==> src/rtl/core_pkg.sv <==
// Shared types for the pipelined ARM subset core
// Word, register, flag and condition types, ALU codes and pipeline records
`default_nettype none

package core_pkg;

    typedef logic [31:0] word_t;
    typedef logic [3:0]  reg_addr_t;
    // N Z C V, N in the top bit
    typedef logic [3:0]  flags_t;
    typedef logic [3:0]  cond_t;
    typedef logic [2:0]  alu_ctrl_t;
    // Bit 1 updates N and Z, bit 0 updates C and V
    typedef logic [1:0]  flag_write_t;

    localparam alu_ctrl_t ALU_ADD   = 3'd0;
    localparam alu_ctrl_t ALU_SUB   = 3'd1;
    localparam alu_ctrl_t ALU_AND   = 3'd2;
    localparam alu_ctrl_t ALU_ORR   = 3'd3;
    localparam alu_ctrl_t ALU_PASSB = 3'd4;

    typedef enum logic [1:0] {
        FETCH_IDLE,
        FETCH_BUS,
        FETCH_DROP
    } fetch_state_t;

    // Fetch slot handed to decode
    typedef struct packed {
        logic  valid;
        word_t pc;
        word_t instr;
    } fetch_t;

    typedef struct packed {
        logic        reg_write;
        alu_ctrl_t   alu_ctrl;
        logic        branch;
        logic        alu_src;
        flag_write_t flag_write;
        cond_t       cond;
        logic        is_op;
    } de_ctrl_t;

    typedef struct packed {
        word_t     rd1;
        word_t     rd2;
        reg_addr_t wa3;
        word_t     ext_imm;
        word_t     pc;
    } de_data_t;

    typedef struct packed {
        logic     valid;
        de_ctrl_t ctrl;
        de_data_t data;
    } de_t;

    // One record per instruction leaving execute, flags as left behind by it
    typedef struct packed {
        word_t     pc;
        logic      executed;
        logic      reg_write;
        reg_addr_t rd;
        word_t     result;
        flags_t    flags;
    } retire_t;

endpackage

`default_nettype wire

==> src/rtl/decode_execute_reg.sv <==
// Decode/execute pipeline register with valid bit and flush
`timescale 1ns/1ps
`default_nettype none

module decode_execute_reg import core_pkg::*; (
    input  logic i_clk,
    input  logic i_rst,
    // Branch taken in execute
    input  logic i_flush,
    // Record from decode
    input  de_t  i_de,
    // Record into execute
    output de_t  o_de
);

    de_t de_q;

    // Only valid needs clearing, payload follows decode
    always_ff @(posedge i_clk) begin
        if (i_rst || i_flush) begin
            de_q.valid <= 1'b0;
        end else begin
            de_q <= i_de;
        end
    end

    assign o_de = de_q;

endmodule

`default_nettype wire

==> src/rtl/decode_stage.sv <==
// Instruction decode, operand read, RAW hazard stall
// Builds the decode/execute record
`timescale 1ns/1ps
`default_nettype none

module decode_stage import core_pkg::*; (
    input  fetch_t    i_fetch,
    input  logic      i_flush,
    output reg_addr_t o_ra1,
    output reg_addr_t o_ra2,
    input  word_t     i_rd1,
    input  word_t     i_rd2,
    input  de_t       i_ex_de,
    output logic      o_stall,
    output de_t       o_de
);

    localparam logic [3:0] CMD_AND = 4'b0000;
    localparam logic [3:0] CMD_SUB = 4'b0010;
    localparam logic [3:0] CMD_ADD = 4'b0100;
    localparam logic [3:0] CMD_CMP = 4'b1010;
    localparam logic [3:0] CMD_ORR = 4'b1100;
    localparam logic [3:0] CMD_MOV = 4'b1101;

    word_t      instr;
    cond_t      cond;
    logic [3:0] cmd;
    logic       imm_bit;
    logic       is_dp;
    logic       is_b;
    logic       uses_rn;
    logic       uses_rm;
    logic       hazard;
    de_ctrl_t   ctrl;

    assign instr   = i_fetch.instr;
    assign cond    = instr[31:28];
    assign cmd     = instr[24:21];
    assign imm_bit = instr[25];

    // Data processing without rotate or shift, supported commands only
    assign is_dp = (instr[27:26] == 2'b00) && (cond != 4'hF) &&
                   (imm_bit ? (instr[11:8] == 4'h0) : (instr[11:4] == 8'h00)) &&
                   (cmd inside {CMD_AND, CMD_SUB, CMD_ADD, CMD_CMP, CMD_ORR, CMD_MOV});
    // B without link
    assign is_b  = (instr[27:24] == 4'b1010) && (cond != 4'hF);

    assign uses_rn = is_dp && (cmd != CMD_MOV);
    assign uses_rm = is_dp && !imm_bit;

    assign o_ra1 = instr[19:16];
    assign o_ra2 = instr[3:0];

    always_comb begin
        ctrl         = '0;
        ctrl.cond    = cond;
        ctrl.is_op   = is_dp || is_b;
        ctrl.alu_src = imm_bit;
        ctrl.branch  = is_b;
        if (is_dp) begin
            // R15 as destination is dropped here
            ctrl.reg_write = (cmd != CMD_CMP) && (instr[15:12] != 4'hF);
            case (cmd)
                CMD_AND:          ctrl.alu_ctrl = ALU_AND;
                CMD_SUB, CMD_CMP: ctrl.alu_ctrl = ALU_SUB;
                CMD_ADD:          ctrl.alu_ctrl = ALU_ADD;
                CMD_ORR:          ctrl.alu_ctrl = ALU_ORR;
                default:          ctrl.alu_ctrl = ALU_PASSB;
            endcase
            if (cmd == CMD_CMP) begin
                ctrl.flag_write = 2'b11;
            end else if (instr[20]) begin
                // Logical ops and MOV touch only N and Z
                ctrl.flag_write = (cmd == CMD_ADD || cmd == CMD_SUB) ? 2'b11 : 2'b10;
            end
        end
    end

    // No forwarding, wait for the producer to reach writeback
    assign hazard = i_ex_de.valid && i_ex_de.ctrl.reg_write &&
                    ((uses_rn && (i_ex_de.data.wa3 == o_ra1)) ||
                     (uses_rm && (i_ex_de.data.wa3 == o_ra2)));
    assign o_stall = i_fetch.valid && hazard;

    always_comb begin
        o_de.valid     = i_fetch.valid && !hazard && !i_flush;
        o_de.ctrl      = ctrl;
        o_de.data.rd1  = i_rd1;
        o_de.data.rd2  = i_rd2;
        o_de.data.wa3  = instr[15:12];
        o_de.data.pc   = i_fetch.pc;
        // Branch word offset or zero-extended imm8
        o_de.data.ext_imm = is_b ? {{6{instr[23]}}, instr[23:0], 2'b00}
                                 : {24'h000000, instr[7:0]};
    end

endmodule

`default_nettype wire

==> src/rtl/execute_stage.sv <==
// Execute: condition check, ALU, flags register, branch resolution
// Execute/writeback register feeding the write port and the retire port
`timescale 1ns/1ps
`default_nettype none

module execute_stage import core_pkg::*; (
    input  logic      i_clk,
    input  logic      i_rst,
    input  de_t       i_de,
    output logic      o_redirect,
    output word_t     o_target,
    output logic      o_we,
    output reg_addr_t o_wa,
    output word_t     o_wd,
    output logic      o_retire_valid,
    output retire_t   o_retire
);

    flags_t    flags_q;
    flags_t    flags_d;
    logic      executed;
    word_t     src_a;
    word_t     src_b;
    word_t     b_op;
    logic      sub;
    logic [32:0] sum;
    word_t     alu_result;
    logic      carry;
    logic      overflow;
    logic      retire_valid_q;
    retire_t   retire_q;

    function automatic logic cond_pass(input cond_t cond, input flags_t f);
        logic n, z, c, v;
        {n, z, c, v} = f;
        case (cond)
            4'h0: return z;
            4'h1: return !z;
            4'h2: return c;
            4'h3: return !c;
            4'h4: return n;
            4'h5: return !n;
            4'h6: return v;
            4'h7: return !v;
            4'h8: return c && !z;
            4'h9: return !c || z;
            4'hA: return n == v;
            4'hB: return n != v;
            4'hC: return !z && (n == v);
            4'hD: return z || (n != v);
            4'hE: return 1'b1;
            default: return 1'b0;
        endcase
    endfunction

    assign executed = i_de.valid && i_de.ctrl.is_op && cond_pass(i_de.ctrl.cond, flags_q);

    assign src_a = i_de.data.rd1;
    assign src_b = i_de.ctrl.alu_src ? i_de.data.ext_imm : i_de.data.rd2;

    // Subtract as a + ~b + 1, carry out is then "no borrow"
    assign sub      = (i_de.ctrl.alu_ctrl == ALU_SUB);
    assign b_op     = sub ? ~src_b : src_b;
    assign sum      = {1'b0, src_a} + {1'b0, b_op} + {32'd0, sub};
    assign carry    = sum[32];
    assign overflow = (src_a[31] == b_op[31]) && (sum[31] != src_a[31]);

    always_comb begin
        case (i_de.ctrl.alu_ctrl)
            ALU_ADD, ALU_SUB: alu_result = sum[31:0];
            ALU_AND:          alu_result = src_a & src_b;
            ALU_ORR:          alu_result = src_a | src_b;
            default:          alu_result = src_b;
        endcase
    end

    always_comb begin
        flags_d = flags_q;
        if (executed && i_de.ctrl.flag_write[1]) begin
            flags_d[3:2] = {alu_result[31], alu_result == 32'd0};
        end
        if (executed && i_de.ctrl.flag_write[0]) begin
            flags_d[1:0] = {carry, overflow};
        end
    end

    assign o_redirect = executed && i_de.ctrl.branch;
    assign o_target   = i_de.data.pc + 32'd8 + i_de.data.ext_imm;

    always_ff @(posedge i_clk) begin
        if (i_rst) begin
            flags_q        <= '0;
            retire_valid_q <= 1'b0;
        end else begin
            flags_q        <= flags_d;
            retire_valid_q <= i_de.valid;
        end
    end

    // Branches report their target as the result
    always_ff @(posedge i_clk) begin
        retire_q.pc        <= i_de.data.pc;
        retire_q.executed  <= executed;
        retire_q.reg_write <= executed && i_de.ctrl.reg_write;
        retire_q.rd        <= i_de.data.wa3;
        retire_q.result    <= i_de.ctrl.branch ? o_target : alu_result;
        retire_q.flags     <= flags_d;
    end

    assign o_we           = retire_valid_q && retire_q.reg_write;
    assign o_wa           = retire_q.rd;
    assign o_wd           = retire_q.result;
    assign o_retire_valid = retire_valid_q;
    assign o_retire       = retire_q;

endmodule

`default_nettype wire

==> src/rtl/fetch_stage.sv <==
// Instruction fetch: PC, Wishbone classic read master and one-entry slot
`timescale 1ns/1ps
`default_nettype none

module fetch_stage import core_pkg::*; #(
    parameter word_t RESET_PC = 32'h0000_0000
) (
    input  logic   i_clk,
    input  logic   i_rst,
    input  logic   i_redirect,
    input  word_t  i_target,
    input  logic   i_stall,
    output fetch_t o_fetch,
    output logic   o_wb_cyc,
    output logic   o_wb_stb,
    output logic   o_wb_we,
    output word_t  o_wb_adr,
    input  word_t  i_wb_dat,
    input  logic   i_wb_ack
);

    fetch_state_t state_q;
    word_t        pc_q;
    word_t        adr_q;
    fetch_t       slot_q;
    logic         start;

    // Slot is free now or decode takes it this cycle
    assign start = (state_q == FETCH_IDLE) && !i_redirect &&
                   (!slot_q.valid || !i_stall);

    always_ff @(posedge i_clk) begin
        if (i_rst) begin
            state_q      <= FETCH_IDLE;
            pc_q         <= RESET_PC;
            slot_q.valid <= 1'b0;
        end else begin
            if (slot_q.valid && !i_stall) begin
                slot_q.valid <= 1'b0;
            end
            case (state_q)
                FETCH_IDLE: begin
                    if (start) begin
                        state_q <= FETCH_BUS;
                    end
                end
                FETCH_BUS: begin
                    if (i_wb_ack) begin
                        state_q <= FETCH_IDLE;
                        // Word arriving with a redirect is wrong-path
                        if (!i_redirect) begin
                            slot_q <= '{valid: 1'b1, pc: adr_q, instr: i_wb_dat};
                            pc_q   <= pc_q + 32'd4;
                        end
                    end else if (i_redirect) begin
                        state_q <= FETCH_DROP;
                    end
                end
                FETCH_DROP: begin
                    if (i_wb_ack) begin
                        state_q <= FETCH_IDLE;
                    end
                end
                default: state_q <= FETCH_IDLE;
            endcase
            if (i_redirect) begin
                pc_q         <= i_target;
                slot_q.valid <= 1'b0;
            end
        end
    end

    // Address latched at request start, held until ack
    always_ff @(posedge i_clk) begin
        if (start) begin
            adr_q <= pc_q;
        end
    end

    assign o_wb_cyc = (state_q != FETCH_IDLE);
    assign o_wb_stb = (state_q != FETCH_IDLE);
    assign o_wb_we  = 1'b0;
    assign o_wb_adr = adr_q;
    assign o_fetch  = slot_q;

endmodule

`default_nettype wire

==> src/rtl/pipeline_top.sv <==
// Core top level: fetch, decode, register file, D/E register, execute
// Wishbone fetch port and retire trace port
`timescale 1ns/1ps
`default_nettype none

module pipeline_top import core_pkg::*; #(
    parameter word_t RESET_PC = 32'h0000_0000
) (
    input  logic    i_clk,
    input  logic    i_rst,
    output logic    o_wb_cyc,
    output logic    o_wb_stb,
    output logic    o_wb_we,
    output word_t   o_wb_adr,
    input  word_t   i_wb_dat,
    input  logic    i_wb_ack,
    output logic    o_retire_valid,
    output retire_t o_retire
);

    fetch_t    fetch;
    logic      stall;
    logic      redirect;
    word_t     target;
    reg_addr_t ra1;
    reg_addr_t ra2;
    word_t     rd1;
    word_t     rd2;
    de_t       dec_de;
    de_t       ex_de;
    logic      we;
    reg_addr_t wa;
    word_t     wd;

    fetch_stage #(
        .RESET_PC (RESET_PC)
    ) u_fetch (
        .i_clk      (i_clk),
        .i_rst      (i_rst),
        .i_redirect (redirect),
        .i_target   (target),
        .i_stall    (stall),
        .o_fetch    (fetch),
        .o_wb_cyc   (o_wb_cyc),
        .o_wb_stb   (o_wb_stb),
        .o_wb_we    (o_wb_we),
        .o_wb_adr   (o_wb_adr),
        .i_wb_dat   (i_wb_dat),
        .i_wb_ack   (i_wb_ack)
    );

    decode_stage u_decode (
        .i_fetch (fetch),
        .i_flush (redirect),
        .o_ra1   (ra1),
        .o_ra2   (ra2),
        .i_rd1   (rd1),
        .i_rd2   (rd2),
        .i_ex_de (ex_de),
        .o_stall (stall),
        .o_de    (dec_de)
    );

    // PC of the decoding instruction gives the R15 read value
    register_file u_regfile (
        .i_clk (i_clk),
        .i_rst (i_rst),
        .i_ra1 (ra1),
        .i_ra2 (ra2),
        .i_pc  (fetch.pc),
        .o_rd1 (rd1),
        .o_rd2 (rd2),
        .i_we  (we),
        .i_wa  (wa),
        .i_wd  (wd)
    );

    decode_execute_reg u_de_reg (
        .i_clk   (i_clk),
        .i_rst   (i_rst),
        .i_flush (redirect),
        .i_de    (dec_de),
        .o_de    (ex_de)
    );

    execute_stage u_execute (
        .i_clk          (i_clk),
        .i_rst          (i_rst),
        .i_de           (ex_de),
        .o_redirect     (redirect),
        .o_target       (target),
        .o_we           (we),
        .o_wa           (wa),
        .o_wd           (wd),
        .o_retire_valid (o_retire_valid),
        .o_retire       (o_retire)
    );

endmodule

`default_nettype wire

==> src/rtl/register_file.sv <==
// 16x32 register file with two read ports, one write port and write-through
`timescale 1ns/1ps
`default_nettype none

module register_file import core_pkg::*; (
    input  logic      i_clk,
    input  logic      i_rst,
    input  reg_addr_t i_ra1,
    input  reg_addr_t i_ra2,
    input  word_t     i_pc,
    output word_t     o_rd1,
    output word_t     o_rd2,
    input  logic      i_we,
    input  reg_addr_t i_wa,
    input  word_t     i_wd
);

    word_t regs_q [16];

    always_ff @(posedge i_clk) begin
        if (i_rst) begin
            for (int i = 0; i < 16; i++) begin
                regs_q[i] <= '0;
            end
        end else if (i_we && (i_wa != 4'hF)) begin
            regs_q[i_wa] <= i_wd;
        end
    end

    // R15 reads as PC + 8 and a write in flight reaches decode at once
    function automatic word_t read_port(input reg_addr_t ra);
        if (ra == 4'hF) begin
            return i_pc + 32'd8;
        end else if (i_we && (i_wa == ra)) begin
            return i_wd;
        end
        return regs_q[ra];
    endfunction

    always_comb begin
        o_rd1 = read_port(i_ra1);
        o_rd2 = read_port(i_ra2);
    end

endmodule

`default_nettype wire

==> config.mk <==
export PLATFORM = sky130hd
export DESIGN_NAME = pipeline_top
export DESIGN_NICKNAME = d
export VERILOG_FILES = /design/src/rtl/core_pkg.sv /design/src/rtl/decode_execute_reg.sv /design/src/rtl/decode_stage.sv /design/src/rtl/execute_stage.sv /design/src/rtl/fetch_stage.sv /design/src/rtl/pipeline_top.sv /design/src/rtl/register_file.sv
export SDC_FILE = /design/constraint.sdc
export NUM_CORES = 2
export LEC_CHECK = 0
export BUFFER_PORTS_ARGS = -buffer_cell sky130_fd_sc_hd__buf_2
export CAP_MARGIN = 20
export CORE_MARGIN = 8
export CORE_UTILIZATION = 57
export DETAILED_ROUTE_END_ITERATION = 12
export PLACE_DENSITY = 0.76
export SKIP_LAST_GASP = 1
export SLEW_MARGIN = 10
export SYNTH_ARGS = -nofsm -noshare
export SYNTH_HDL_FRONTEND = slang
export SYNTH_HIERARCHICAL = 1
export SYNTH_SLANG_ARGS = --single-unit
==> constraint.sdc <==
create_clock -name i_clk -period 8.9 [get_ports i_clk]
set_input_delay 1.78 -clock i_clk [delete_from_list [all_inputs] [get_ports i_clk]]
set_output_delay 1.78 -clock i_clk [all_outputs]
set_load 0.05 [all_outputs]
# Word-level counts from Yosys, hierarchy flattened

Memories as Yosys holds them, arrays and structs flattened. A register that Yosys moved wholly into a read port is not among the register bits.
Cells that the tools add are included.

Bits in writable memories: 512
Register bits after elaboration: 350
Bits of input ports: 35
Memories: 1

Memories:

| memory           | depth | width | read ports | clocked after memory_dff | write ports | RTL line            | text |
|---|---|---|---|---|---|---|---|
| u_regfile.regs_q | 16    | 32    | 2          | 2                        | 16          | register_file.sv:18 | `word_t regs_q [16];` |

$add $sub $neg: 6
Eq/ne operators: 43
Bitwise logic cells: 5
Multiplexer cells: 45
Reduce and logical (&&, ||, !) cells: 65

Operators by type and width:

| kind                    | number |
|---|---|
| $mux W32                | 13 |
| $mux W65                | 3 |
| $pmux W32 S3            | 1 |
| $add A32 B4 Y32 const B | 2 |
| $eq A4 B4 Y1 const B    | 13 |
| $add A32 B32 Y33        | 1 |
| $add A33 B1 Y33         | 1 |
| $add A32 B3 Y32 const B | 1 |
| $add A32 B32 Y32        | 1 |
| $and A32 B32 Y32        | 1 |
| $logic_not A32 Y1       | 1 |
| $not A32 Y32            | 1 |
| $or A32 B32 Y32         | 1 |
| $reduce_or A32 Y1       | 1 |
| $logic_and A1 B1 Y1     | 30 |
| $eq A4 B3 Y1 const B    | 5 |
| $ne A4 B4 Y1 const B    | 5 |
| $eq A4 B4 Y1            | 4 |
| $mux W2                 | 8 |
| $pmux W1 S15            | 1 |
| $mux W1                 | 13 |
| $eq A4 B2 Y1 const B    | 3 |
| $logic_not A4 Y1        | 3 |
| $mux W4                 | 3 |
| 25 further kinds        | 48 |

# Longest topological paths before layout

Depth in word-level cells: 15
Depth in mapped cells: 19

# By module

The synthesis kept the hierarchy.

By module, submodules not included:

| module             | seq. area each (sq um) | cells an instance | area each (sq um) | times used |
|---|---|---|---|---|
| register_file      | 15374.7                | 1902              | 27893.0           | 1 |
| execute_stage      | 1581.5                 | 1006              | 8200.4            | 1 |
| fetch_stage        | 3583.4                 | 347               | 4976.0            | 1 |
| decode_execute_reg | 4374.2                 | 148               | 4390.5            | 1 |
| decode_stage       | 0.0                    | 196               | 1448.9            | 1 |

# Worst setup path after synthesis

OpenSTA, ideal clock, no wires.

Path type: in2reg
From: in i_rst
To: reg u_de_reg.de_q, in the netlist u_de_reg/o_de[0], enable pin
Setup time: 653 ps
Arrival: 7809 ps
Required time: 8247 ps
Slack: 437 ps
Cell stages on the path: 1
Path through: nor2_1

Word-level cells in the longest chain between the ends: 1

RTL lines:

| item                 | RTL line                 | text |
|---|---|---|
| start, declared      | pipeline_top.sv:10       | `input logic i_rst,` |
| $logic_or A1 B1 Y1   | decode_execute_reg.sv:20 | `if (i_rst \|\| i_flush) begin` |
| end signal, assigned | decode_execute_reg.sv:23 | `de_q <= i_de;` |
| end, declared        | decode_execute_reg.sv:16 | `de_t de_q;` |

Every way passes these cells.
A chain may end at the register's enable or synchronous reset.

# Worst setup path in the final report

From: reg u_de_reg.de_q, in the netlist u_de_reg/o_de[143]
To: reg u_execute.flags_q[2]

Word-level cells in the longest chain between the ends: 7

RTL lines:

| item                 | RTL line                                 | text |
|---|---|---|
| $eq A3 B1 Y1         | execute_stage.sv:62, execute_stage.sv:69 |  |
| $mux W32             | execute_stage.sv:63                      | `assign b_op = sub ? ~src_b : src_b;` |
| $add A32 B32 Y33     | execute_stage.sv:64                      | `assign sum = {1'b0, src_a} + {1'b0, b_op} + {32'd0, sub};` |
| $add A33 B1 Y33      | execute_stage.sv:64                      |  |
| $pmux W32 S3 *       | execute_stage.sv:69                      | `case (i_de.ctrl.alu_ctrl)` |
| $logic_not A32 Y1 *  | execute_stage.sv:80                      | `flags_d[3:2] = {alu_result[31], alu_result == 32'd0};` |
| $mux W2 *            | execute_stage.sv:79                      | `if (executed && i_de.ctrl.flag_write[1]) begin` |
| end signal, assigned | execute_stage.sv:95                      | `flags_q <= flags_d;` |
| end, declared        | execute_stage.sv:19                      | `flags_t flags_q;` |

Every way passes the cells marked *; elsewhere a longest branch is shown, timed or not.

==> impl_metrics.toml <==
[setup_path]
startpoint = "u_de_reg/o_de[143]"
rrSetupSlack_ps = 2870
worstReg2RegStart = "u_de_reg/o_de[143]"
start_kind = "flip-flop"
critPathMaxFanout = 35
crit_required_ps = 9460
path_class = "reg -> reg"
crit_arrival_ps = 6600
cp-end-kind = "flip-flop"

[timing]
post-route-min-period_ps = 6030
hold_violations = 0
grt_setup_unrepaired = "false"
max_freq_mhz = 166
finClkSkew_ps = 26.8
maxSlewViolCount = 0
relSlewSlack_pct = 19.3
worstMarginPinSlew_ps = 1200
fin_crit_sh_pct = 67.8
tns_ps = 0
finalSetupViolations = 0

[synthesis]
synth_area_leaders = "edfxtp_1 (48%), mux4_2 (12%), and2_1 (6.8%)"
syn_area_per_cell_sq_um = 13.0
synthArstFlopShare_pct = 0
yosysMostFrequentCell = "edfxtp_1"
yosysSeqAreaShare_pct = 53.1
ys_warn_count = 6
syn_area_sq_um = 46900
synth_top_area_share_pct = 48.2
netlist_instances = 3599
ys_types = 107
synth_commonest_cells = "edfxtp_1 (753), and2_1 (512), mux4_2 (256)"
synth_edf_count = 753
ys_ff_latch = 868
ys.flop_type = "edfxtp_1"
yosys.area.top_type = "edfxtp_1"

[clock_tree]
cts_tree = "done"
cts.reportedPaths.clkPinSlew_ps = 70
numClockSinks = 868
hold_buffers = 0
clk_latency_ps = 660
post_cts_buffers = 0
cts_max_level = 3
cts_max_path_buffers = 3
ctsResizeCount = 0
cts_buffers = 88
cts-root-buf = "clkbuf_16"

[power]
power_w = 0.00974
peakVddDrop_mv = 0.188
p_leak_nw = 18.5
power_density_nw_per_um2 = 193

[die]
start_util_pct = 57.3
dieWidth_um = 303
io_pins = 145
rows = 105
die_h_um = 303
coreArea_sq_um = 81800
die-area_sq_um = 91700

[status]
status = "completed"

[min_path]
hp-class = "reg -> reg"
worstHoldStart = "u_de_reg/o_de[30]"

[flow_run]
maxCapViolCount = 0

[drt]
wl_per_cell_um = 30.9
drc = 0
vias = 32000
drt-initial-drc-count = 4317
dr.pass1.iters = 6
ant_nets = 0
via_per_inst = 6.85
routed_wl_um = 144000

[placement]
dpl.hpwl_um = 93500
place_area_sq_um = 47500
globalplace.congestion = 0.964
portBuffers = 143

[finish]
drive_above_1_share_pct = 20.8
syn2layout_area_growth_pct = 7.59
finalNetCount = 3662
final_cell_area_sq_um = 50500

[grt]
grt_antenna_before_repair = 2
grt_usage_pct = 30.8
grt_pass1_wl_um = 207000
grt_start_max_net_pins = 123
grt-ovfl-total = 0
grt_pass1_vias = 30900
## flip-flops by register name, summed over array words and instances, names as in the netlist
register / count
u_regfile/regs_q: 512
u_de_reg/o_de: 146
u_fetch/o_fetch: 65
u_execute/o_retire: 38
u_execute/o_wd: 32
u_fetch/o_wb_adr: 32
u_fetch/pc_q: 32
u_execute/flags_q: 4
u_execute/o_wa: 4
u_fetch/state_q: 2
u_execute/o_retire_valid: 1
## kinds of logic after synthesis
group	count (synthesis)	share of synthesized area, %
flops	868	53.1
xor+xnor	124	2.32
compound gates	613	9.25
fa+ha+maj	101	2.73
buf+inv	457	5.27
other cells	2	0.0160
mux	320	13.8
simple gates	1114	13.5
## final cells by class
type | instances | area, sq um
fill | 6135 | 31400
sequential | 868 | 24900
multi-input combinational | 2305 | 19800
clock buffer | 121 | 2400
timing repair buffer | 217 | 1410
tap | 1070 | 1340
clock inverter | 43 | 462
inverter | 46 | 173
antenna | 1 | 2.50
## where the power goes
part / switching [W] / leakage (nW) / internal [W]
clock network: 0.00162 / 1.37 / 0.00209
logic: 0.000770 / 8.54 / 0.000405
registers: 0.000256 / 8.61 / 0.00460
## metal layers
layer / up-vias / wire length [um] / track usage, %
met4: 0 / 7780 / 14.6
met5: - / 0 / 0
met2: 2313 / 65500 / 47.6
li1: 13400 / - / -
met1: 15900 / 53600 / 41.5
met3: 414 / 17400 / 6.87
## layout by cell type, fill, tap and decap left out, types with 51 or more instances in the layout
cell type	instances
a21oi_1	93
nand2_1	161
xnor2_1	73
buf_4	65
ha_1	99
nor2_1	114
nand3_1	52
clkbuf_16	89
buf_2	142
a22oi_1	131
mux4_2	256
xor2_1	51
o21ai_0	83
edfxtp_1	753
dfxtp_1	115
and2_1	511
## critical path, stage by stage (launching register included)
cell	delay [ps]
edfxtp_1	360
buf_4	290
nor2_2	150
buf_4	380
and2_2	790
buf_4	340
xnor2_1	100
ha_1	430
a21oi_1	330
o221ai_1	230
and2_2	240
a311oi_4	470
o21a_1	170
nor3_1	50
or4_1	540
nor4_1	540
nand4_1	270
o31ai_2	230
## per-stage QoR
| stage | cells | util (%) | worst slack, ps | hold WS [ps] |
|---|---|---|---|---|
| 2_1_floorplan | 3630 | - | 437 | 348 |
| 3_3_place_gp | 4499 | 58.0 | 3110 | 370 |
| 3_5_place_dp | 4502 | 58.1 | 3100 | 378 |
| 4_1_cts | 4666 | 61.6 | 3060 | 394 |
| 5_1_grt | 4670 | 61.7 | 2670 | 405 |
| 6_report | 4671 | 61.7 | 2870 | 389 |
## worst paths after layout
path	endpoint	depth (start not counted)
max reg2reg	u_execute/flags_q[2]	17
min	u_execute/o_retire[72]	0
min reg2reg	u_execute/o_retire[72]	0
max	u_execute/flags_q[2]	17
Note: power is estimated with default switching activity, not from simulation.
